File: config.mk
export PLATFORM = sky130hd
export DESIGN_NAME = fifo_queue
export DESIGN_NICKNAME = d
export VERILOG_FILES = /design/src/source/fifo_queue.sv
export SDC_FILE = /design/constraint.sdc
export NUM_CORES = 1
export LEC_CHECK = 0
export BUFFER_PORTS_ARGS = -buffer_cell sky130_fd_sc_hd__clkbuf_2
export CAP_MARGIN = 15
export CORE_ASPECT_RATIO = 0.7
export CORE_MARGIN = 1
export CORE_UTILIZATION = 55
export DETAILED_ROUTE_END_ITERATION = 6
export GPL_ROUTABILITY_DRIVEN = 0
export PLACE_DENSITY = 0.74
export SLEW_MARGIN = 10
export SYNTH_ARGS = -nofsm -noshare
export SYNTH_HDL_FRONTEND = slang
export SYNTH_SLANG_ARGS = --single-unit
export TNS_END_PERCENT = 1
File: constraint.sdc
create_clock -name clk -period 11.3 [get_ports clk]
set_input_delay 1.13 -clock clk [delete_from_list [all_inputs] [get_ports clk]]
set_output_delay 1.13 -clock clk [all_outputs]
set_load 0.02 [all_outputs]
File: src/source/fifo_queue.sv
module fifo_queue #(
    parameter type payload_t = logic [31:0],
    parameter int  DEPTH     = 8
) (
    input  logic     clk,
    input  logic     rst,
    input  logic     push_i,
    input  payload_t push_data_i,
    input  logic     pop_i,
    output payload_t head_o,
    output logic     full_o,
    output logic     empty_o
);

    localparam int PTR_W = $clog2(DEPTH);
    localparam logic [PTR_W-1:0] LAST_IDX = PTR_W'(DEPTH - 1);
    localparam logic [PTR_W:0]   FULL_CNT = (PTR_W + 1)'(DEPTH);

    payload_t         mem [DEPTH];
    logic [PTR_W-1:0] head_q;
    logic [PTR_W-1:0] tail_q;
    logic [PTR_W:0]   count_q;
    logic             do_push;
    logic             do_pop;

    assign full_o  = count_q == FULL_CNT;
    assign empty_o = count_q == '0;
    assign head_o  = mem[head_q];

    assign do_push = push_i && !full_o;    // drop on full
    assign do_pop  = pop_i && !empty_o;

    always_ff @(posedge clk) begin
        if (do_push) begin
            mem[tail_q] <= push_data_i;
        end
    end

    always_ff @(posedge clk) begin
        if (rst) begin
            head_q  <= '0;
            tail_q  <= '0;
            count_q <= '0;
        end else begin
            if (do_push) begin
                tail_q <= (tail_q == LAST_IDX) ? '0 : tail_q + 1'b1;
            end
            if (do_pop) begin
                head_q <= (head_q == LAST_IDX) ? '0 : head_q + 1'b1;
            end
            // simultaneous push and pop keeps the count
            case ({do_push, do_pop})
                2'b10:   count_q <= count_q + 1'b1;
                2'b01:   count_q <= count_q - 1'b1;
                default: count_q <= count_q;
            endcase
        end
    end

endmodule

# [Word-level counts from Yosys, hierarchy flattened]
# Memory sizes are Yosys's and may differ from the RTL's. A register that Yosys moved wholly into a read port is not among the register bits.
# Cells that the tools add are included.
[word_totals] reg_bits=10 ram_bits=256 elab_cells=26 memories=1
[classes] add_sub_neg=4 n_eq_ne=5 muxes=7 reduce_logical=6
[memory_table] name="mem" words=8 width=32 read_ports=1 rd_ports_with_merged_regs=1 wr=1 line="19" rtl="payload_t mem [DEPTH];"
[ops] op="two-way mux 3 bit" count=4
[ops] op="case mux 4 bit (2 select lines)" count=1
[ops] op="adder 3 x 1 -> 3 bit, second input constant" count=2
[ops] op="== test 3 bit, second input constant" count=2
[ops] op="adder 4 x 1 -> 4 bit, second input constant" count=1
[ops] op="== test 4 bit, second input constant" count=1
[ops] op="zero test 4 bit" count=1
[ops] op="subtractor 4 x 1 -> 4 bit, second input constant" count=1
[ops] op="== test 2 x 1 -> 1 bit, second input constant" count=1
[ops] op="== test 2 bit, second input constant" count=1
[ops] op="logical AND 1 bit" count=2
[ops] op="zero test 1 bit" count=2
[ops] op="two-way mux 1 bit" count=2
[ops] op="nonzero test 2 bit" count=1

# [Depth between registers and ports, before layout]
[logic_depth] ltp_word=5 ltp_mapped=11 mapped_depth_nobuf=9

# [Least setup slack after synthesis]
# Ideal clock, no wire load.
[synth_path] kind="input to register" start="input push_i" end="memory mem[0][0] (netlist bit) (enable)" setup_ns=0.501 arrival_time_ns=4.546 required_time_ns=10.799 path_slack_ns=6.253 cell_stages=3 path_cell_list="a21bo_1 -> buf_2 -> nor4_1"
[synth_between] elab_chain_len=3
[synth_rtl] element="from (decl)" line="7" rtl="input logic push_i,"
[synth_rtl] element="logical AND 1 bit" line="30" rtl="assign do_push = push_i && !full_o;"
[synth_rtl] element="two-way mux 1 bit" line="34" rtl="if (do_push) begin"
[synth_rtl] element="two-way mux 1 bit (implied by the code)" line="35" rtl="mem[tail_q] <= push_data_i;"
[synth_rtl] element="to (decl)" line="19"
# Every way passes these cells.

==> impl_results.md <==
- Hold slack: 0.482 ns
- DR pass1 iterations: 7
- Max Slew Vio Count: 0
- DRC: 7
- RSZ-0062 raised after global routing: false
- Post-synth EDFFs: 256
- Most instantiated library cell after synthesis: edfxtp_1
- FFs w/ async S/R, synth: 0%
- Post-Syn Area: around 10000 um^2
- Tot GR Track Use: about a fifth
- Slew headroom: about 28%
- Starting density of the core: a little under three fifths
- Core area: about 18000 um^2
- TritonCTS clock tree: done
- WL/cell: approximately 23 um
- Largest area contributor in the netlist: edfxtp_1
- CTS H-tree depth: 1
- N_diodes: 0
- Largest net degree at the start of global routing: 45
- Max Root-Sink Buffers: 3
- Worst path arrival time: around 2.9 ns
- Failing checks: design-rule violations
- GRT overflow: 0
- Final Hold Viols: 0
- Peak Freq: 0.246 GHz
- Synth Area in Adders: less than 1%
- Synth area leaders: edfxtp_1, mux4_2, mux4_1, mux2_2, dfxtp_1
- Synth warn: 0
- Total I/O pin count: 70
- Util after Layout: approximately 65%
- Post-synth top area share: about three quarters
- Die H: around 120 um
- Syn_area_per_cell: approximately 23 um^2
- Max IR drop VDD: ~100 uV
- Overall power: roughly 2.5 mW
- Simple-Gate Fraction of Synth Area: 1.67%
- CP Class: flip-flop to primary output
- DP Wirelength: between 9000 and 10000 um
- R2R cell count: 4
- Hold Crit Class: flip-flop to flip-flop
- #FFs+latches synth: between 200 and 300
- Cell area after layout: 11800 um^2
- Ys flop type: edfxtp_1
- Clk_skew: about 0.015 ns
- Fin crit period: just over 4 ns
- Synth unique cells: 34
- Cts repair resizes: 0
- P&R area growth vs syn: 13.5%
- Mapped Nets: 493
- DR iter-0 viols: 373
- Post-synthesis sequential area ratio: about three quarters
- DP Area: between 10000 and 15000 um^2
- Status: finished with violations
- TritonCTS buffer count: 25
- Vias per cell: between 5 and 6
- Worst Path Buf+Inv: 2
- Setup crit end kind: primary output
- CP Data Required Time: a little over 10 ns
- P_leak: between 3 and 4 nW
- Hold_sp: head_q[2]$_SDFFE_PP0N_
- Die width: approximately 170 um
- Hold_buf cts: 0
- Rows: between 40 and 50
- Post-synthesis mux area share: between 10% and 20%
- IO buf count: a little under 70
- CTS clk-pin slew, worst paths: 0.06 ns
- XOR/XNOR share of the synthesized area: 0.252%
- FF-to-FF Start: count_q[1]$_SDFFE_PP0P_
- Share of cells above drive strength 1: 35.0%
- Tcrit/Tclk final: a little over a third
- Global-route wire length before repair: around 27000 um
- Vias in the first global route: 4810
- P per Cell Area: 215 nW/um^2
- Clock root buffer: clkbuf_16
- Commonest cells post-synth: edfxtp_1, mux4_2, mux2_2
- Clock latency on the worst-skew pair: roughly 0.52 ns
- Crit Reg-Reg Endpoint: mem[6][28]$_DFFE_PP_
- CP max FO: 44
- Final Setup Violations: 0
- Setup TNS: 0 ns
- Total number of vias: ~4600
- Final WL: approximately 18000 um
- Critical-path cell list: buf_4 -> mux4_1 -> mux2_2 -> clkbuf_2
- Compound-Gate Fraction of Synth Area: less than 1%
- Post-Synthesis Cells: 450
- Max-cap violations: 0
- Clock sink count: between 200 and 300
- Die area: just under 20000 um^2
- Antenna-violating nets left: 0
- Combinational family with the most area after synthesis: multiplexers
- Antenna violations before repair: 1
- Slowest stage delay, CP: between 0.7 and 0.8 ns
- Worst-Margin Slew: around 1.1 ns
- CP max-delay cell: buf_4
- R2R Setup Slk: 8.57 ns
- Post-CTS Setup Repair Bufs: 0
- Startpoint Class: flip-flop
- Layout net count: between 500 and 600
- WHS Path Cells: 2
- CP delay by family, top: multiplexers
## worst max path at each step
| stage | from | end | slack [ns] | cells after the start |
|---|---|---|---|---|
| global route | flip-flop | head_o[23] | 7.02 | 4 |
| detailed placement | flip-flop | head_o[23] | 7.69 | 4 |
| CTS | flip-flop | head_o[23] | 7.14 | 4 |
| floorplan | push_i | mem[0][0]$_DFFE_PP_ | 6.25 | 3 |
| finish | flip-flop | head_o[23] | 7.23 | 4 |
| global placement | flip-flop | head_o[23] | 7.70 | 4 |
## state kept, by name (all words and copies together) (netlist names), named ones only
name,flops
count_q,4
mem,256
head_q,3
tail_q,3
## routing by layer
layer	global-route usage, %	routed length [um]
met1	27.0	7690
met2	31.9	8610
met3	3.77	1300
met4	4.75	284
met5	0	13
## cells by family after synthesis
logic type | Yosys count
flip-flops | 269
AO/OA/AOI/OAI | 12
AND/OR/NAND/NOR | 34
XOR/XNOR | 3
buffers and inverters | 25
adder cells (fa/ha/maj) | 7
multiplexers | 100
## cells in the final DEF, fill, tap and decap left out, types with 2 or more instances in the layout
cell / n
a21oi_1: 7
buf_4: 10
bufinv_16: 3
clkbuf_1: 6
clkbuf_16: 25
clkbuf_2: 69
clkinv_1: 6
clkinv_2: 3
dfxtp_1: 10
dfxtp_2: 2
edfxtp_1: 256
ha_1: 7
mux2_2: 33
mux2i_1: 2
mux4_1: 28
mux4_2: 36
nand2_1: 6
nand2b_1: 2
nor2_1: 6
nor2_4: 3
nor3_1: 3
nor3_2: 4
or3_1: 2
xor2_1: 3
## worst register-to-register path, stage by stage (launching register included)
cell     delay, ns
dfxtp_1       0.49
nor3_1        0.13
a21bo_1       0.36
nor3_2        0.90
buf_4         0.50
## metrics by stage
stage | worst slack, ns | std cells
3_5_place_dp | 7.69 | 741
3_3_place_gp | 7.70 | 741
2_1_floorplan | 6.25 | 450
4_1_cts | 7.14 | 785
6_report | 7.23 | 785
5_1_grt | 7.02 | 785
## power by group
group	switching, mW	internal, mW	total, mW	leakage [nW]
sequential	0.0469	1.16	1.20	2.43
combinational	0.272	0.253	0.525	1.08
clock	0.338	0.473	0.811	0.383
total	0.656	1.88	2.54	3.90
## layout make-up
type / count / area [um^2]
clock buffers: 31 / 648
clock inverters: 13 / 136
fillers: 1187 / 6430
inverters: 1 / 3.75
multi-input cells: 156 / 2370
flip-flops and latches: 269 / 7950
well taps: 236 / 295
repair buffers: 79 / 420
(Power assumes the default switching activity.)
