`config.mk`:
```
export PLATFORM = sky130hd
export DESIGN_NAME = alu_execute
export DESIGN_NICKNAME = d
export VERILOG_FILES = /design/src/source/core_pkg.sv /design/src/source/alu_execute.sv
export VERILOG_INCLUDE_DIRS = /design/src /design/src/source
export SDC_FILE = /design/constraint.sdc
export NUM_CORES = 1
export LEC_CHECK = 0
export BUFFER_PORTS_ARGS = -buffer_cell sky130_fd_sc_hd__buf_4
export CORE_MARGIN = 4
export CORE_UTILIZATION = 54
export CTS_CLUSTER_SIZE = 20
export DETAILED_ROUTE_END_ITERATION = 10
export PLACE_DENSITY = 0.82
export SLEW_MARGIN = 20
export SYNTH_ARGS = -nofsm -noshare
export SYNTH_HDL_FRONTEND = slang
export SYNTH_SLANG_ARGS = --single-unit
```
`constraint.sdc`:
```
create_clock -name clk -period 5.2 [get_ports clk]
set_input_delay 0.78 -clock clk [delete_from_list [all_inputs] [get_ports clk]]
set_output_delay 0.78 -clock clk [all_outputs]
set_load 0.03 [all_outputs]
```
`src/source/core_macros.svh`:
```
`ifndef CORE_MACROS_SVH
`define CORE_MACROS_SVH

// datapath and register file sizes
`define CORE_XLEN       32
`define CORE_ARCH_REGS  32
`define CORE_PHYS_REGS  64

// queue depths
`define CORE_IQ_DEPTH   8
`define CORE_FL_DEPTH   32   // phys minus arch

// rv32i major opcodes
`define CORE_OPC_LUI     7'b0110111
`define CORE_OPC_OP_IMM  7'b0010011
`define CORE_OPC_OP      7'b0110011

`endif

```
`src/source/core_pkg.sv`:
```
`include "core_macros.svh"

package core_pkg;

    typedef logic [31:0]                        inst_t;
    typedef logic [`CORE_XLEN-1:0]              data_t;
    typedef logic [$clog2(`CORE_ARCH_REGS)-1:0] arch_reg_t;
    typedef logic [$clog2(`CORE_PHYS_REGS)-1:0] phys_reg_t;

    typedef enum logic [3:0] {
        alu_add,
        alu_sub,
        alu_sll,
        alu_slt,
        alu_sltu,
        alu_xor,
        alu_srl,
        alu_sra,
        alu_or,
        alu_and,
        alu_pass_b   // lui
    } alu_op_t;

    typedef struct packed {
        alu_op_t   alu_op;
        logic      b_imm;    // operand b from immediate
        data_t     imm;
        arch_reg_t rd;
        phys_reg_t pd;       // new mapping of rd
        phys_reg_t old_pd;   // released at write-back
        phys_reg_t ps1;
        phys_reg_t ps2;
        logic      we;
    } uop_t;

endpackage

```
`src/source/alu_execute.sv`:
```
`include "core_macros.svh"

module alu_execute (
    input  logic            clk,
    input  logic            rst,
    input  logic            issue_valid_i,
    input  core_pkg::uop_t  issue_uop_i,
    input  core_pkg::data_t issue_a_i,
    input  core_pkg::data_t issue_b_i,
    output logic            exec_valid_o,
    output core_pkg::uop_t  exec_uop_o,
    output core_pkg::data_t exec_value_o
);

    core_pkg::data_t op_b;
    core_pkg::data_t result;

    assign op_b = issue_uop_i.b_imm ? issue_uop_i.imm : issue_b_i;

    always_comb begin
        case (issue_uop_i.alu_op)
            core_pkg::alu_add:    result = issue_a_i + op_b;
            core_pkg::alu_sub:    result = issue_a_i - op_b;
            core_pkg::alu_sll:    result = issue_a_i << op_b[4:0];
            core_pkg::alu_slt:    result = {{(`CORE_XLEN-1){1'b0}}, $signed(issue_a_i) < $signed(op_b)};
            core_pkg::alu_sltu:   result = {{(`CORE_XLEN-1){1'b0}}, issue_a_i < op_b};
            core_pkg::alu_xor:    result = issue_a_i ^ op_b;
            core_pkg::alu_srl:    result = issue_a_i >> op_b[4:0];
            core_pkg::alu_sra:    result = core_pkg::data_t'($signed(issue_a_i) >>> op_b[4:0]);
            core_pkg::alu_or:     result = issue_a_i | op_b;
            core_pkg::alu_and:    result = issue_a_i & op_b;
            core_pkg::alu_pass_b: result = op_b;   // lui
            default:              result = '0;
        endcase
    end

    always_ff @(posedge clk) begin
        if (rst) begin
            exec_valid_o <= 1'b0;
        end else begin
            exec_valid_o <= issue_valid_i;
        end
    end

    always_ff @(posedge clk) begin
        exec_uop_o   <= issue_uop_i;
        exec_value_o <= result;
    end

endmodule

```
== Word-level counts from Yosys, hierarchy flattened ==
Index checks and enable logic that the tools add are counted.
Word-level totals
  flip-flop bits (word level): 100
  input port bits: 134
  output and inout port bits: 100
  word-level logic and storage cells: 34
Operators by class
  $add $sub $neg: 2
  order comparisons: 2
  equality and inequality tests: 10
  shift operators: 3
  muxes and demuxes: 2
  bitwise operators: 3
  reduce and logical (&&, ||, !) cells: 1
Operator list (number)
  one-hot mux 32 bit (11 select lines): 1
  < comparator 32 bit: 2
  adder 32 bit: 1
  bitwise AND 32 bit: 1
  two-way mux 32 bit: 1
  OR 32 bit: 1
  << shifter 32 x 5 -> 32 bit: 1
  >> shifter 32 x 5 -> 32 bit: 1
  >>> shifter 32 x 5 -> 32 bit: 1
  subtractor 32 bit: 1
  bitwise XOR 32 bit: 1
  equality test 4 x 3 -> 1 bit, second input constant: 4
  equality test 4 bit, second input constant: 3
  equality test 4 x 2 -> 1 bit, second input constant: 2
  equality test 4 x 1 -> 1 bit, second input constant: 1
  zero test 4 bit: 1

== Logic depth before layout (Yosys ltp) ==
  depth in word-level cells: 3
  mapped depth: 19
  gate-level depth less buffers: 15

== Worst setup path after synthesis ==
OpenSTA, ideal clock, no wires.
  path type: input to register
  start point: input port issue_uop_i[62] in the netlist's numbering
  end point: register exec_value_o[30]
  library setup time: 0.120 ns
  data arrival time: 4.712 ns
  data required time: 5.080 ns
  path slack: 0.368 ns
  stages: 17
  buffers on the path: 5
  cell sequence: buf_2 > buf_1 > mux2i_1 > clkbuf_1 > clkbuf_1 > ha_1 > clkbuf_1 > inv_1 > o221ai_1 > a211oi_2 > a31oi_4 > o31ai_2 > a311o_1 > a21o_1 > a41oi_2 > xnor2_1 > a211o_1
Between the ends
  word-level cells in the longest chain between the ends: 3
  elaborated cells between the ends (all ways): 10
  those cells by class: add/sub (2); shift (3); mux (2); bitwise (3)
RTL lines
  start: declaration: line alu_execute.sv:7  | input core_pkg::uop_t issue_uop_i,
  two-way mux 32 bit *: line alu_execute.sv:18  | assign op_b = issue_uop_i.b_imm ? issue_uop_i.imm : issue_b_i;
  subtractor 32 bit (tied with other cells): line alu_execute.sv:23  | core_pkg::alu_sub: result = issue_a_i - op_b;
  one-hot mux 32 bit (11 select lines) *: line alu_execute.sv:21  | case (issue_uop_i.alu_op)
  named net result[30]: line alu_execute.sv:16  | core_pkg::data_t result;
  end signal: assignment: line alu_execute.sv:47  | exec_value_o <= result;
  end: declaration: line alu_execute.sv:12  | output core_pkg::data_t exec_value_o
The timed path passes the listed nets; every way through them passes the cells marked *.
A chain may end at the register's enable or synchronous reset.

== Worst setup path after layout ==
  start point: input port issue_uop_i[62] in the netlist's numbering
  end point: register exec_value_o[31]
Same word-level chain as after synthesis.

==> impl_results.md <==
* Clock sinks at 100
* Remaining antenna violation count at 0
* Avg Inst Size Synth at 6.94 µm²
* Die Wd at 152 µm
* P_sw at 0.00153 W
* Vias at 14100
* Number of synthesis warnings at 0
* Via density at 6.94
* Initial Util at 55.2%
* Yosys reg bits at 100
* M3 GR Usage at 14.2%
* Finished Core Util at 66.0%
* Switch share at 46.6%
* Sum of negative setup slack at 0 ns
* Max Slew Vio Count at 0
* Sequential-to-total area share from yosys stat at 17.9%
* Synth Flop Type: dfxtp_1
* Final Hold Vio Count at 0
* Crit end category: flip-flop
* Rel. slew slack at 18.4%
* PwrDens at 245 nW/µm²
* FILL cells at 1812
* Busiest layer in global routing: met2
* Ys async rst share at 0%
* Dpl cells at 2022
* Grt met1 use at 53.1%
* Int Pwr at 0.00175 W
* Worst slew pin tran at 1.22 ns
* Resized Gates After CTS at 0
* Global placer's final weighted congestion at 1.13
* Core footprint at 20300 µm²
* P_leak at 5.95 nW
* Non-Filler Instances at 2038
* Fmax achieved at 0.218 GHz
* Top cells by area, synth: dfxtp_1, ha_1, a21oi_1
* Yosys top cell by area: dfxtp_1
* Avg WL per Cell at 26.6 µm
* Pre-CTS setup slack at 0.416 ns
* Initial antenna violation count at 0
* CP max FO at 23
* Worst-path clk slew at 0.09 ns
* Final nets at 1999
* Rows at 52
* Final min period at 4.58 ns
* Pre-antenna DRT Iters at 6
* Number of CTS-inserted buffers at 9
* Die height at 152 µm
* Setup CP Type: input pin to flip-flop
* CTS tree: yes
* Initial drt markers at 2044
* Met2 GRT Util at 66.3%
* Mapped Cells at 1615
* Total wire length at 54.2 mm
* Combinational share of power at 51.4%
* Clk buf depth at 2
* Layout cells sized above 1 at 18.8%
* Largest net degree at the start of global routing at 81
* Data arrival, critical path at 4.80 ns
* Area grow syn2layout at 19.5%
* Setup bufs post-CTS at 0
* N_diodes at 0
* Tcrit/Tclk final at 88.1%
* Setup ws final at 0.621 ns
* Number of port buffers at 233
* Root Driver: clkbuf_16
* Htree depth at 3
* Most frequent cells in the layout: buf_4, nor2_1, nand2_1, a21oi_1, o21ai_0
* Vias in the first global route at 13300
* Drt drc at 0
* DP HPWL at 41.6 mm
* Hold_buf cts at 0
* I/O pin cnt at 234
* Cell variety after synth at 74
* Worst Setup Start Kind: input pin
* Syn Std Cell Area at 11200 µm²
* Status: completed
* Final Total Pwr at 0.00328 W
* Worst Path Required at 5.42 ns
* Clk pwr share at 22.3%
* Share of the synthesized area in the top cell type at 17.9%
* Global Route Usage Sum at 44.2%
* Die footprint at 23100 µm²
* Grt total ovfl at 0
* Peak supply drop at 0.211 mV
* Multi-input gate area at 8430 µm²
* Global-route wire length before repair at 80.8 mm
* Hold Path Class: input pin to flip-flop
* Max-cap violation count at 0
* Syn nets at 1851
* Commonest non-fill, non-tap cell in the layout: buf_4
* Seq pwr share at 26.3%
* Sequential Area at 2000 µm²
* RSZ-0062 raised after global routing: false
* EDFF count, synth at 0
* Final Setup Violations at 0
worst max-delay path: stages:
cell	delay [ns]
buf_4	0.15
buf_4	0.46
mux2_2	0.43
inv_1	0.10
ha_1	0.29
inv_2	0.08
nor2_1	0.24
nand3_1	0.21
nor4_1	0.27
o21ai_1	0.21
a211oi_1	0.58
a21oi_1	0.22
o31ai_1	0.34
mux2i_1	0.28
nand4_1	0.12
stage by stage:
stage / hold WS (ns) / cell area [µm²]
6_report: 0.504 / 13400
5_1_grt: 0.493 / 13400
4_1_cts: 0.507 / 13400
3_5_place_dp: 0.886 / 13100
3_3_place_gp: 0.884 / 13100
2_1_floorplan: 0.808 / 11200
cell usage after synthesis (4+ instances only):
cell,instances
buf_1,16
inv_1,87
dfxtp_1,100
a2111oi_0,4
ha_1,100
mux2_2,25
nor2_1,189
o21ai_0,117
inv_2,6
o21a_1,7
a21boi_0,4
xnor2_1,8
o211ai_1,35
a31oi_1,30
nand4_1,10
a211o_1,6
a221o_1,11
a21o_1,20
clkbuf_1,70
mux4_2,4
nand3_1,24
nand2_1,181
a221oi_1,21
a311oi_1,9
a22oi_1,14
or3_1,11
o21bai_1,11
nor4_1,8
o221ai_1,14
a21oi_1,158
o2111ai_1,10
nor3_1,23
nor2b_1,11
o311ai_0,5
buf_2,34
a211oi_1,39
nand2b_1,15
o31ai_1,10
o21ai_1,26
o22ai_1,32
or2_1,4
and3_1,8
mux2i_1,43
worst paths after layout:
path / from / to / slack (ns) / depth (start not counted)
min: issue_uop_i[27] / exec_uop_o[27]$_DFF_P_ / 0.50 / 1
max: issue_uop_i[62] / exec_value_o[31]$_DFF_P_ / 0.62 / 15
area by class of cell:
cell class	count	area share, %
clock buffers	9	1.68
clock inverters	7	0.682
inverters	95	2.66
multi-input cells	1297	62.9
flip-flops and latches	100	14.9
well taps	270	2.52
repair buffers	260	14.6
layer usage:
layer	up-vias	routed length (µm)
met5	-	0
met4	0	5210
li1	6209	-
met2	1209	22600
met3	313	7530
met1	6403	18800
sequential cells by signal, summed over array words and instances, names as in the netlist:
name,cells
exec_uop_o,67
exec_valid_o,1
exec_value_o,32
power by group through the flow:
stage	clock, W	sequential [W]	combinational [W]
floorplan	0	0.00103	0.000880
global placement	0	0.000879	0.00160
detailed placement	0	0.000882	0.00161
CTS	0.000728	0.000864	0.00162
global route	0.000766	0.000871	0.00177
finish	0.000730	0.000865	0.00169
cell families (layout without fill, tap and decap cells):
logic type	Yosys count	in the layout	synth area share (%)
flops	100	100	17.9
fa+ha+maj	102	102	11.5
simple gates	496	496	19.0
compound gates	617	617	35.9
buf+inv	218	371	7.76
xor+xnor	10	10	0.781
mux	72	72	7.15
Note: power is estimated with default switching activity, not from simulation.
