$ cat src/source/core_macros.svh
`ifndef CORE_MACROS_SVH
`define CORE_MACROS_SVH

// datapath and register file sizes
`define CORE_XLEN       32
`define CORE_ARCH_REGS  32
`define CORE_PHYS_REGS  64

// queue depths
`define CORE_IQ_DEPTH   8
`define CORE_FL_DEPTH   32   // phys minus arch

// rv32i major opcodes
`define CORE_OPC_LUI     7'b0110111
`define CORE_OPC_OP_IMM  7'b0010011
`define CORE_OPC_OP      7'b0110011

`endif

$ cat src/source/core_pkg.sv
`include "core_macros.svh"

package core_pkg;

    typedef logic [31:0]                        inst_t;
    typedef logic [`CORE_XLEN-1:0]              data_t;
    typedef logic [$clog2(`CORE_ARCH_REGS)-1:0] arch_reg_t;
    typedef logic [$clog2(`CORE_PHYS_REGS)-1:0] phys_reg_t;

    typedef enum logic [3:0] {
        alu_add,
        alu_sub,
        alu_sll,
        alu_slt,
        alu_sltu,
        alu_xor,
        alu_srl,
        alu_sra,
        alu_or,
        alu_and,
        alu_pass_b   // lui
    } alu_op_t;

    typedef struct packed {
        alu_op_t   alu_op;
        logic      b_imm;    // operand b from immediate
        data_t     imm;
        arch_reg_t rd;
        phys_reg_t pd;       // new mapping of rd
        phys_reg_t old_pd;   // released at write-back
        phys_reg_t ps1;
        phys_reg_t ps2;
        logic      we;
    } uop_t;

endpackage

$ cat src/source/fifo_queue.sv
module fifo_queue #(
    parameter type payload_t = logic [31:0],
    parameter int  DEPTH     = 8
) (
    input  logic     clk,
    input  logic     rst,
    input  logic     push_i,
    input  payload_t push_data_i,
    input  logic     pop_i,
    output payload_t head_o,
    output logic     full_o,
    output logic     empty_o
);

    localparam int PTR_W = $clog2(DEPTH);
    localparam logic [PTR_W-1:0] LAST_IDX = PTR_W'(DEPTH - 1);
    localparam logic [PTR_W:0]   FULL_CNT = (PTR_W + 1)'(DEPTH);

    payload_t         mem [DEPTH];
    logic [PTR_W-1:0] head_q;
    logic [PTR_W-1:0] tail_q;
    logic [PTR_W:0]   count_q;
    logic             do_push;
    logic             do_pop;

    assign full_o  = count_q == FULL_CNT;
    assign empty_o = count_q == '0;
    assign head_o  = mem[head_q];

    assign do_push = push_i && !full_o;    // drop on full
    assign do_pop  = pop_i && !empty_o;

    always_ff @(posedge clk) begin
        if (do_push) begin
            mem[tail_q] <= push_data_i;
        end
    end

    always_ff @(posedge clk) begin
        if (rst) begin
            head_q  <= '0;
            tail_q  <= '0;
            count_q <= '0;
        end else begin
            if (do_push) begin
                tail_q <= (tail_q == LAST_IDX) ? '0 : tail_q + 1'b1;
            end
            if (do_pop) begin
                head_q <= (head_q == LAST_IDX) ? '0 : head_q + 1'b1;
            end
            // simultaneous push and pop keeps the count
            case ({do_push, do_pop})
                2'b10:   count_q <= count_q + 1'b1;
                2'b01:   count_q <= count_q - 1'b1;
                default: count_q <= count_q;
            endcase
        end
    end

endmodule

$ cat src/source/decode_rename.sv
`include "core_macros.svh"

module decode_rename (
    input  logic                clk,
    input  logic                rst,
    input  core_pkg::inst_t     inst_i,
    input  logic                inst_empty_i,
    input  core_pkg::data_t     rs1_value_i,
    input  core_pkg::data_t     rs2_value_i,
    input  logic                wb_valid_i,
    input  core_pkg::phys_reg_t wb_pd_i,
    input  logic                free_valid_i,
    input  core_pkg::phys_reg_t free_pd_i,
    output logic                inst_pop_o,
    output core_pkg::phys_reg_t rs1_pd_o,
    output core_pkg::phys_reg_t rs2_pd_o,
    output logic                issue_valid_o,
    output core_pkg::uop_t      issue_uop_o,
    output core_pkg::data_t     issue_a_o,
    output core_pkg::data_t     issue_b_o
);

    localparam int FRESH_W = $clog2(`CORE_PHYS_REGS) + 1;

    core_pkg::phys_reg_t        rename_map [`CORE_ARCH_REGS];
    logic [`CORE_PHYS_REGS-1:0] ready_q;
    logic [FRESH_W-1:0]         fresh_cnt;    // next never-used register
    logic                       fresh_avail;
    core_pkg::phys_reg_t        fl_head;
    logic                       fl_empty;
    logic                       fl_pop;
    core_pkg::phys_reg_t        new_pd;

    logic [6:0]                 opcode;
    logic [2:0]                 funct3;
    core_pkg::arch_reg_t        rd;
    core_pkg::arch_reg_t        rs1;
    core_pkg::arch_reg_t        rs2;
    logic                       use_rs1;
    logic                       use_rs2;
    logic                       supported;
    logic                       b_imm;
    logic                       dest_we;
    core_pkg::data_t            imm;
    core_pkg::alu_op_t          alu_op;

    // shared funct3 map of op and op-imm
    function automatic core_pkg::alu_op_t f3_op(input logic [2:0] f3, input logic alt);
        case (f3)
            3'b000:  return alt ? core_pkg::alu_sub : core_pkg::alu_add;
            3'b001:  return core_pkg::alu_sll;
            3'b010:  return core_pkg::alu_slt;
            3'b011:  return core_pkg::alu_sltu;
            3'b100:  return core_pkg::alu_xor;
            3'b101:  return alt ? core_pkg::alu_sra : core_pkg::alu_srl;
            3'b110:  return core_pkg::alu_or;
            default: return core_pkg::alu_and;
        endcase
    endfunction

    always_comb begin
        opcode    = inst_i[6:0];
        funct3    = inst_i[14:12];
        alu_op    = core_pkg::alu_add;
        b_imm     = 1'b1;
        imm       = {{20{inst_i[31]}}, inst_i[31:20]};  // i-type
        use_rs1   = 1'b0;
        use_rs2   = 1'b0;
        supported = 1'b0;
        case (opcode)
            `CORE_OPC_LUI: begin
                supported = 1'b1;
                alu_op    = core_pkg::alu_pass_b;
                imm       = {inst_i[31:12], 12'b0};
            end
            `CORE_OPC_OP_IMM: begin
                supported = 1'b1;
                use_rs1   = 1'b1;
                alu_op    = f3_op(funct3, inst_i[30] && funct3 == 3'b101);  // srai only
            end
            `CORE_OPC_OP: begin
                supported = !inst_i[25];    // funct7 bit 0 marks mul/div
                use_rs1   = 1'b1;
                use_rs2   = 1'b1;
                b_imm     = 1'b0;
                alu_op    = f3_op(funct3, inst_i[30]);
            end
            default: ;
        endcase
    end

    // unused sources look up x0, which is always ready
    assign rd  = inst_i[11:7];
    assign rs1 = use_rs1 ? inst_i[19:15] : '0;
    assign rs2 = use_rs2 ? inst_i[24:20] : '0;

    assign rs1_pd_o = rename_map[rs1];
    assign rs2_pd_o = rename_map[rs2];
    assign dest_we  = supported && rd != '0;

    assign fresh_avail = fresh_cnt < FRESH_W'(`CORE_PHYS_REGS);
    assign new_pd      = fresh_avail ? core_pkg::phys_reg_t'(fresh_cnt) : fl_head;

    assign issue_valid_o = !inst_empty_i && ready_q[rs1_pd_o] && ready_q[rs2_pd_o]
                           && (!dest_we || fresh_avail || !fl_empty);
    assign inst_pop_o    = issue_valid_o;
    assign fl_pop        = issue_valid_o && dest_we && !fresh_avail;

    assign issue_a_o = rs1_value_i;
    assign issue_b_o = rs2_value_i;

    always_comb begin
        issue_uop_o.alu_op = alu_op;
        issue_uop_o.b_imm  = b_imm;
        issue_uop_o.imm    = imm;
        issue_uop_o.rd     = rd;
        issue_uop_o.pd     = dest_we ? new_pd : '0;
        issue_uop_o.old_pd = dest_we ? rename_map[rd] : '0;
        issue_uop_o.ps1    = rs1_pd_o;
        issue_uop_o.ps2    = rs2_pd_o;
        issue_uop_o.we     = dest_we;
    end

    always_ff @(posedge clk) begin
        if (rst) begin
            for (int i = 0; i < `CORE_ARCH_REGS; i++) begin
                rename_map[i] <= core_pkg::phys_reg_t'(i);   // identity map
            end
            ready_q   <= '1;
            fresh_cnt <= FRESH_W'(`CORE_ARCH_REGS);
        end else begin
            if (wb_valid_i) begin
                ready_q[wb_pd_i] <= 1'b1;
            end
            if (issue_valid_o && dest_we) begin
                rename_map[rd]  <= new_pd;
                ready_q[new_pd] <= 1'b0;   // pending until write-back
                if (fresh_avail) begin
                    fresh_cnt <= fresh_cnt + 1'b1;
                end
            end
        end
    end

    fifo_queue #(
        .payload_t (core_pkg::phys_reg_t),
        .DEPTH     (`CORE_FL_DEPTH)
    ) i_free_list (
        .clk         (clk),
        .rst         (rst),
        .push_i      (free_valid_i),
        .push_data_i (free_pd_i),
        .pop_i       (fl_pop),
        .head_o      (fl_head),
        .full_o      (),
        .empty_o     (fl_empty)
    );

endmodule

$ cat config.mk
export PLATFORM = sky130hd
export DESIGN_NAME = decode_rename
export DESIGN_NICKNAME = d
export VERILOG_FILES = /design/src/source/core_pkg.sv /design/src/source/fifo_queue.sv /design/src/source/decode_rename.sv
export VERILOG_INCLUDE_DIRS = /design/src /design/src/source
export SDC_FILE = /design/constraint.sdc
export NUM_CORES = 1
export LEC_CHECK = 0
export BUFFER_PORTS_ARGS = -buffer_cell sky130_fd_sc_hd__buf_2
export CAP_MARGIN = 20
export CORE_UTILIZATION = 26
export DETAILED_ROUTE_END_ITERATION = 6
export SLEW_MARGIN = 20
export SYNTH_ARGS = -nofsm -noshare
export SYNTH_HDL_FRONTEND = slang
export SYNTH_SLANG_ARGS = --single-unit
$ cat constraint.sdc
create_clock -name clk -period 12.45 [get_ports clk]
set_clock_uncertainty 0.05 [all_clocks]
set_input_delay 1.245 -clock clk [delete_from_list [all_inputs] [get_ports clk]]
set_output_delay 1.245 -clock clk [all_outputs]
set_load 0.01 [all_outputs]
# Word level (Yosys, flattened, before mapping)
# Memory sizes are Yosys's and may differ from the RTL's. A register that Yosys moved wholly into a read port is not among the register bits.
# Index checks and enable logic that the tools add are counted.
dict set report classes {
  add_sub_neg 5
  n_mul 0
  n_div 0
  magnitude_cmp 7
  n_eq_ne 14
  shift 0
  mux 43
  bitwise_logic 3
  reduce_logical 27
}
# operator count
set op_table {}
lappend op_table {{$mux W64} 3}
lappend op_table {{$and A64 B64 Y64} 1}
lappend op_table {{$not A64 Y64} 1}
lappend op_table {{$or A64 B64 Y64} 1}
lappend op_table {{$pmux W4 S7} 2}
lappend op_table {{$mux W5} 7}
lappend op_table {{$mux W31} 1}
lappend op_table {{$lt A6 B7 Y1 const B} 4}
lappend op_table {{$mux W6} 4}
lappend op_table {{$mux W1} 19}
lappend op_table {{$eq A7 B6 Y1 const B} 2}
lappend op_table {{$bmux W1 S6} 2}
lappend op_table {{$demux W1 S6} 2}
lappend op_table {{$ge A6 B1 Y1 const B} 2}
lappend op_table {{$pmux W4 S3} 1}
lappend op_table {{$pmux W6 S2} 1}
lappend op_table {{$logic_and A1 B1 Y1} 11}
lappend op_table {{$add A5 B1 Y5 const B} 2}
lappend op_table {{$eq A5 B5 Y1 const B} 2}
lappend op_table {{$eq A3 B3 Y1 const B} 3}
lappend op_table {{$add A7 B1 Y7 const B} 1}
lappend op_table {{$eq A7 B5 Y1 const B} 1}
lappend op_table {{$lt A7 B7 Y1 const B} 1}
lappend op_table {{$add A6 B1 Y6 const B} 1}
lappend op_table {{other kinds (16)} 24}
dict set report word_totals {
  regBits 87
  latch_bits 0
  ramBits 384
  rom_bits 0
  in_bits 113
  out_inout_bits 145
  mem_count 2
}
# memory words width read_ports rd_ports_with_merged_regs write_ports line
set mem_list {}
lappend mem_list {i_free_list.mem 32 6 1 1 1 fifo_queue.sv:19} ;# payload_t mem [DEPTH];
lappend mem_list {rename_map 32 6 3 0 32 decode_rename.sv:25} ;# core_pkg::phys_reg_t rename_map [`CORE_ARCH_REGS];

# Depth between registers and ports, before layout
# Gate-level depths: netlist of run 1.
# An unclocked memory read counts as a cell.
dict set report depth {
  depth_word 16
  depth_mapped 30
  depth_no_buf 23
}

# Modules after synthesis
# A second synthesis of run 1 with hierarchy kept.
dict set report hier_totals {
  hier_cells 2468
  hier_area_um2 27601.5
}
# mod n_inst cells_per_inst area_per_inst_um2 seq_area_each_um2
set by_module_without_submodules {}
lappend by_module_without_submodules {decode_rename 1 1929 18835.6 7186.9}
lappend by_module_without_submodules {fifo_queue 1 539 8765.9 6185.9}

# Worst setup path after synthesis of run 1
# Ideal clock, no wire load.
dict set report synth_path {
  path_type {in2reg}
  from {input port inst_i[5]}
  to {register i_free_list.count_q[4]}
  t_arrival_ns 6.388
  t_required_ns 12.268
  path_slack_ns 5.880
  stages 27
  path_cell_list {buf_2 and4bb_2 buf_4 nand3_2 a311oi_1 a211oi_1 a211o_1 nand2_1 buf_2 mux2i_1 mux2i_1 mux4_2 or3b_1 and4bb_2 nand2_4 buf_6 buf_2 nor2_1 ha_1 clkbuf_1 xor2_1 ha_1 a21oi_1 o22ai_1 a222oi_1 or3_1 a21oi_1}
}
dict set report synth_via {
  elab_chain_len 15
  word_cells_on_any_way 29
  cone_classes {eq/ne: 5; mux: 10; reduce/logical: 13; memory: 1}
}
# element line
set synth_rtl {}
lappend synth_rtl {{from (decl)} decode_rename.sv:6} ;# input core_pkg::inst_t inst_i,
lappend synth_rtl {{$eq A7 B6 Y1 or $eq A7 B5 Y1 (tied branches)} decode_rename.sv:70} ;# case (opcode)
lappend synth_rtl {{$reduce_or A2 Y1 (no source line)} n/a}
lappend synth_rtl {{$mux W1} decode_rename.sv:70}
lappend synth_rtl {{$mux W5} decode_rename.sv:94} ;# assign rs1 = use_rs1 ? inst_i[19:15] : '0;
lappend synth_rtl {{$mem_v2 Z32 W6} n/a}
lappend synth_rtl {{$bmux W1 S6} decode_rename.sv:104} ;# assign issue_valid_o = !inst_empty_i && ready_q[rs1_pd_o] && ready_q[rs2_pd_o]
lappend synth_rtl {{$mux W1 (implied by the code)} decode_rename.sv:104}
lappend synth_rtl {{$logic_and A1 B1 Y1 (2 in series)} decode_rename.sv:104}
lappend synth_rtl {{$logic_and A1 B1 Y1} decode_rename.sv:105} ;# && (!dest_we || fresh_avail || !fl_empty);
lappend synth_rtl {{$logic_and A1 B1 Y1 (*) (2 in series)} decode_rename.sv:107} ;# assign fl_pop = issue_valid_o && dest_we && !fresh_avail;
lappend synth_rtl {{$logic_and A1 B1 Y1 (*)} fifo_queue.sv:31} ;# assign do_pop = pop_i && !empty_o;
lappend synth_rtl {{$eq A2 B1 Y1 or $eq A2 B2 Y1 (tied branches)} fifo_queue.sv:52} ;# case ({do_push, do_pop})
lappend synth_rtl {{$pmux W6 S2 or $reduce_bool A2 Y1 (tied branches)} n/a}
lappend synth_rtl {{to (signal assigned)} fifo_queue.sv:53} ;# 2'b10: count_q <= count_q + 1'b1;
lappend synth_rtl {{to (signal assigned)} fifo_queue.sv:54} ;# 2'b01: count_q <= count_q - 1'b1;
lappend synth_rtl {{to (signal assigned)} fifo_queue.sv:55} ;# default: count_q <= count_q;
lappend synth_rtl {{to (decl)} fifo_queue.sv:22} ;# logic [PTR_W:0] count_q;
# Every way passes the cells marked *; elsewhere a longest branch is shown, timed or not. The select of a mux whose other input is x is not followed.
# A chain may end at the register's enable or synchronous reset.

# Final worst setup path of run 1
dict set report layout_path {
  from {input port inst_i[6]}
  to {output port issue_valid_o}
}
dict set report layout_via {
  elab_chain_len 10
  word_cells_on_any_way 22
  cone_classes {eq/ne: 3; mux: 9; reduce/logical: 9; memory: 1}
}
# element line
set layout_rtl {}
lappend layout_rtl {{$eq A7 B6 Y1 or $eq A7 B5 Y1 (tied branches)} decode_rename.sv:70}
lappend layout_rtl {{$reduce_or A2 Y1 (no source line)} n/a}
lappend layout_rtl {{$mux W1} decode_rename.sv:70}
lappend layout_rtl {{$mux W5} decode_rename.sv:94}
lappend layout_rtl {{$mem_v2 Z32 W6} n/a}
lappend layout_rtl {{$bmux W1 S6} decode_rename.sv:104}
lappend layout_rtl {{$mux W1 (implied by the code)} decode_rename.sv:104}
lappend layout_rtl {{$logic_and A1 B1 Y1 (2 in series)} decode_rename.sv:104}
lappend layout_rtl {{$logic_and A1 B1 Y1 (*)} decode_rename.sv:105}
lappend layout_rtl {{to (decl)} decode_rename.sv:17} ;# output logic issue_valid_o,
# Marked as above.

==> out/metrics.cfg, run 1 <==
[sta]
finalHoldViolCount=0
period_minus_slack_ps=8580
fmax_mhz=117
setup_viol=0
final.setup.tns_ps=0
worstMarginPinSlew_ps=1260
slew_violations=0
finalCritPeriodShare=0.689
relSlewSlack=0.158
rsz0062_at_grt=no

[placement]
dp.cells=3591
gp_congestion=1.01
portBuffers=129
hpwl_um=65400

[global_routing]
grt_max_degree=89
grt_pass1_wl_um=140000
antenna_found_initial=1
grt_pass1_vias=19903
grt-ovfl-total=0
grt_util_all_layers=0.176

[detailed_routing]
ant_nets=0
drc=0
routed_wl_um=96600
drt-initial-drc-count=3457
via_count=21296
wl_per_cell_um=26.2
first_pass_iters=5
vias_per_cell=5.77

[clock_network]
postCtsResizedCells=0
cts_max_level=2
cts_buffer_depth=3
clock-sinks=476
post_cts_buffers=0
root_buffer=clkbuf_16
cts-buffers-inserted=52
cts_tree=done
path_clk_slew_ps=60
clock_latency_ps=640
postCtsHoldBufs=0

[synthesis]
async_flop_share=0
synthTopCellsByArea=edfxtp_1, mux4_2, dfxtp_1, mux2i_1, nand3_1
synth_area_leader_cell=edfxtp_1
avgSynthCellArea_um2=11.5
ys_seq_area_frac=0.495
yosys.area.top_type_share=0.427
synthCells=2342
synth_ff_type=edfxtp_1
synth_cell_type_count=92
synth_most_common_cell=edfxtp_1
yosys-top-cells-count=edfxtp_1, nand3_1, nor2_1, nand2_1, mux2i_1
ys_warn_count=0
synth_edf_count=384
ys_ff_latch=476
netlist_area_um2=27000

[run_status]
status=finished, final reports clean

[pwr]
p_int_mw=2.70
swShare=0.266
ir_drop_uv=125
finalPower_mw=3.67
clkPwrFrac=0.422
p_per_area_nw_per_um2=122
leakagePower_nw=9.15
seqPwrFrac=0.479
p_switching_uw=976
combPwrFrac=0.099

[floorplanning]
io-pin-count=258
fp.coreArea_um2=102000
dieArea_um2=105000
fp.dieH_um=324
fp-row-count=117
initial_utilization=0.264
die_w_um=324

[setup_path]
cp.arrival_ps=7280
slowest_stage=o211ai_1
critPathCaptureType=output pin
path_max_fanout=80
path_common_cell=mux2i_1
crit_required_ps=11150
cp_cell_sequence=buf_2 > or3b_2 > nor2_2 > buf_4 > nand2_1 > o211ai_1 > nand2_2 > mux2i_1 > mux2i_1 > mux2i_1 > o211a_1 > o21ai_0 > o21a_1 > nand2_4 > inv_4 > buf_2
worstSetupStartpointType=input port
timing.critical_path.slowest_cell_delay_ps=730
r2r_cells=14
critPathKind=in2out

[cells_and_area]
fin_cells=3688
fin_nets=2401
multi_input_area_um2=12100
nFillCells=10389
drive_gt1_frac=0.204
seq_area_um2=13400
diodes=0
area.growth.synth_to_final_pct=11.0

[hold_path]
min_path_type=reg2reg
hold_depth=2

[run]
max_cap_violations=0

==> per-layer routing <==
metal,share of wire,vias up,GRT usage
met4,0.044,2,0.0667
met3,0.12,255,0.0500
met1,0.40,10573,0.238
met2,0.44,1431,0.264
li1,-,9035,-
met5,0.00012,-,0
==> power by group through the flow <==
stage | combinational (mW) | clock [mW] | sequential [mW]
2_1_floorplan | 0.266 | 0 | 1.78
3_3_place_gp | 0.353 | 0 | 1.79
3_5_place_dp | 0.354 | 0 | 1.79
4_1_cts | 0.355 | 1.57 | 1.76
5_1_grt | 0.382 | 1.63 | 1.76
6_report | 0.362 | 1.55 | 1.76
==> state kept, by name, indices dropped and copies added (netlist names), named ones only <==
register / cells
fresh_cnt: 7
i_free_list.head_q: 5
ready_q: 64
rename_map: 192
i_free_list.count_q: 6
i_free_list.tail_q: 5
i_free_list.mem: 192
==> worst max-delay path: cells and delay by family <==
family                 cells  cell delay, ps
AO/OA/AOI/OAI              4            1710
multiplexers               3             560
AND/OR/NAND/NOR            5            2280
buffers and inverters      4            1370
==> through the flow <==
stage	hold WS [ps]	worst slack, ps	utilization	instance area, um^2
finish	471	3870	0.293	30000
global route	485	3610	0.293	30000
CTS	470	4050	0.293	30000
detailed placement	453	4050	0.276	28300
global placement	452	4230	0.276	28300
floorplan	411	5880	-	27000
==> placed cells by master, fill, tap and decap left out, types with 11 or more instances in the layout <==
| cell | Yosys | layout |
|---|---|---|
| nand4_1 | 19 | 19 |
| nand2_1 | 138 | 137 |
| o21ai_0 | 64 | 63 |
| mux4_2 | 127 | 127 |
| o211ai_1 | 13 | 13 |
| o221ai_1 | 13 | 13 |
| dfxtp_1 | 92 | 90 |
| o2111ai_1 | 12 | 12 |
| mux2i_1 | 131 | 131 |
| and3_1 | 13 | 12 |
| nand2b_1 | 12 | 12 |
| inv_1 | 28 | 27 |
| a211oi_1 | 82 | 82 |
| o22ai_1 | 30 | 30 |
| nand3_1 | 159 | 159 |
| a221oi_1 | 35 | 35 |
| o31ai_1 | 13 | 12 |
| ha_1 | 11 | 11 |
| clkinv_2 | 0 | 11 |
| nor4_1 | 34 | 34 |
| nor2b_1 | 28 | 28 |
| clkinv_1 | 2 | 17 |
| a31oi_1 | 70 | 70 |
| or3_1 | 16 | 16 |
| a21o_1 | 21 | 21 |
| buf_2 | 57 | 127 |
| buf_4 | 90 | 46 |
| nor3_1 | 105 | 101 |
| nor2_1 | 141 | 138 |
| mux2_2 | 25 | 25 |
| clkbuf_16 | 0 | 52 |
| edfxtp_1 | 384 | 384 |
| a21oi_1 | 63 | 58 |
==> area by class of cell <==
cell class              instances  share of cell area
well taps                    1368              0.0571
clock inverters                41              0.0129
repair buffers                173              0.0327
clock buffers                  56              0.0439
multi-input cells            1541               0.403
inverters                      33             0.00421
flip-flops and latches        476               0.446
==> path summary, 6_finish.rpt <==
check	start	to	slack, ps
max	inst_i[6]	issue_valid_o	3870
min reg2reg	i_free_list.count_q[4]$_SDFFE_PP0P_	i_free_list.count_q[4]$_SDFFE_PP0P_	470
max reg2reg	rename_map[15][0]$_SDFFCE_PN1P_	rename_map[7][0]$_SDFFCE_PN1P_	5860
min	i_free_list.count_q[4]$_SDFFE_PP0P_	i_free_list.count_q[4]$_SDFFE_PP0P_	470
==> kinds of logic after synthesis <==
group / after synthesis / synth area share
AOI/OAI and AO/OA: 491 / 0.128
adders and majority gates: 11 / 0.00509
DFF: 476 / 0.495
muxes: 286 / 0.166
buffers and inverters: 330 / 0.0618
xor gates and xnor gates: 5 / 0.00162
other: 1 / 0.000139
and+or+nand+nor: 742 / 0.142
No activity file was read; power rests on OpenSTA's default activity.
==> run 2: changes to the inputs <==
==> constraint.sdc (replaced) <==
create_clock -name clk -period 7.7 [get_ports clk]
set_clock_uncertainty 0.05 [all_clocks]
set_input_delay 0.77 -clock clk [delete_from_list [all_inputs] [get_ports clk]]
set_output_delay 0.77 -clock clk [all_outputs]
set_load 0.01 [all_outputs]
==> run 2 against run 1 <==
  * The flow now finishes with violations (design-rule violations)
  * Die area unchanged
  * Via count down 0.19%
  * Wire length down 1.6%
  * Combinational power up 66%
  * Register-to-register slack worse by 4200 ps
  * Hold slack worse by 4.9 ps
  * Global-route usage down 0.18 points
  * Largest cell class unchanged
  * Largest power group unchanged
==> out/metrics.cfg, run 2 (same netlist as run 1, synthesis figures left out) <==
[run_status]
status=finished with violations
violations=design-rule violations

[clock_network]
clock_latency_ps=650  ; about the same
cts_tree=done
clock-sinks=476  ; unchanged
path_clk_slew_ps=60  ; about the same
postCtsResizedCells=0  ; unchanged
root_buffer=clkbuf_16
post_cts_buffers=0  ; unchanged
postCtsHoldBufs=0  ; unchanged
cts-buffers-inserted=52  ; unchanged
cts_buffer_depth=3  ; unchanged
cts_max_level=2  ; unchanged

[sta]
period_minus_slack_ps=6550
rsz0062_at_grt=no
slew_violations=0  ; unchanged
final.setup.tns_ps=0  ; unchanged
relSlewSlack=0.177  ; +0.0191
finalCritPeriodShare=0.851
setup_viol=0  ; unchanged
finalHoldViolCount=0  ; unchanged
worstMarginPinSlew_ps=1220  ; -36.9 ps
whs_ps=466  ; -4.92 ps
fmax_mhz=153
setup_slack_ps=1150  ; -2720 ps

[setup_path]
r2r_setup_slack_ps=1690  ; -4170 ps
rr_startpoint=rename_map[13][0]$_SDFFCE_PN1P_
path_max_fanout=25  ; -69%
cp.arrival_ps=5730  ; -1550 ps
critPathCaptureType=output pin
rr_endpoint=i_free_list.count_q[4]$_SDFFE_PP0P_
r2r_cells=22  ; +8
critPathKind=in2out
worstSetupStartpointType=input port
crit_required_ps=6880  ; -4270 ps

[pwr]
ir_drop_uv=200  ; +60%
leakagePower_nw=9.36  ; +2.3%
p_per_area_nw_per_um2=200  ; +64%

[detailed_routing]
routed_wl_um=95000  ; -1.6%
drc=2  ; +2
first_pass_iters=7  ; +2
wl_per_cell_um=25.5  ; -2.6%
vias_per_cell=5.71  ; -1.2%
drt-initial-drc-count=2688  ; -22%
via_count=21255  ; -0.19%
ant_nets=0  ; unchanged

[global_routing]
grt_pass1_vias=20186  ; +1.4%
top_usage_layer=met2
grt-ovfl-total=0  ; unchanged
antenna_found_initial=1  ; unchanged
met2_usage=0.266  ; +0.00209
grt_max_degree=145  ; +63%
met3_usage=0.0460  ; -0.00403
grt_pass1_wl_um=139000  ; -0.97%
grt_util_all_layers=0.174  ; -0.00181
grt_use_met1=0.232  ; -0.00619

[cells_and_area]
final_cell_mix=edfxtp_1, nand3_1, nor2_1
multi_input_area_um2=12100  ; about the same
largestRegisters=i_free_list.mem: 192 flops, rename_map: 192 flops, ready_q: 64 flops
drive_gt1_frac=0.215  ; +0.0109
final_common_cell=edfxtp_1
seq_area_um2=13400  ; unchanged
fin_nets=2437  ; +1.5%
area.growth.synth_to_final_pct=12.4
nFillCells=10396  ; +0.067%

[floorplanning]
fp-row-count=117  ; unchanged
io-pin-count=258  ; unchanged
fp.coreArea_um2=102000  ; unchanged
fp.dieH_um=324  ; unchanged
die_w_um=324  ; unchanged
initial_utilization=0.264  ; unchanged
dieArea_um2=105000  ; unchanged

[hold_path]
min_path_type=reg2reg
hold_depth=2  ; unchanged
worstHoldStart=i_free_list.head_q[1]$_SDFFE_PP0N_

[placement]
gp_congestion=0.984  ; -2.3%
portBuffers=129  ; unchanged
hpwl_um=66300  ; +1.4%
dpl_worst_slack_ps=692  ; -3360 ps

[run]
max_cap_violations=0  ; unchanged

-- run 2: stage by stage --
step | power (mW) | cell area [um^2] | utilization | cells
final | 6.08 | 30400 | 0.297 | 3725
after global routing | 6.25 | 30400 | 0.297 | 3724
after CTS | 6.11 | 30400 | 0.297 | 3724
after detailed placement | 3.48 | 28600 | 0.279 | 3627
after global placement | 3.48 | 28600 | 0.279 | 3627
after floorplan | 3.30 | 27000 | - | 2347
-- run 2: metal layers --
metal,vias to the layer above,wire length [um]
met4,0,3950
met2,1366,42600
met1,10556,37600
met5,-,0
met3,232,10900
li1,9101,-
-- run 2: worst max-delay path by stage --
stage	startpoint	end	slack (ps)	cells after the start
3_3_place_gp	inst_i[20]	i_free_list.count_q[4]$_SDFFE_PP0P_	820	23
2_1_floorplan	inst_i[5]	i_free_list.count_q[4]$_SDFFE_PP0P_	1600	27
5_1_grt	inst_i[4]	i_free_list.count_q[4]$_SDFFE_PP0P_	910	24
3_5_place_dp	inst_i[6]	i_free_list.count_q[4]$_SDFFE_PP0P_	690	23
6_report	inst_i[3]	inst_pop_o	1150	16
4_1_cts	inst_i[3]	inst_pop_o	1290	16
-- run 2: area by class of cell --
type / instances / area share
Antenna cell: 1 / 0.0000824
Clock buffer: 65 / 0.0451
Clock inverter: 32 / 0.0141
Inverter: 33 / 0.00416
Multi-Input combinational cell: 1541 / 0.398
Sequential cell: 476 / 0.441
Tap cell: 1368 / 0.0564
Timing Repair Buffer: 209 / 0.0416
-- run 2: power breakdown --
part / internal, mW / leakage, nW / switching, mW
sequential: 2.80 / 4.17 / 0.0362
combinational: 0.177 / 4.32 / 0.425
clock: 1.54 / 0.863 / 1.10
total: 4.52 / 9.36 / 1.56
-- run 2: critical path, cell delays in order --
cell and delay (ps):
buf_2 110, and3b_1 580, and3_1 700, a311oi_1 100
a211oi_1 260, a211o_1 170, nand2_1 420, mux2i_1 330
mux2i_1 130, mux4_2 530, or3b_1 410, and4bb_2 310
nand2_4 250, buf_4 370, inv_4 90, buf_2 150
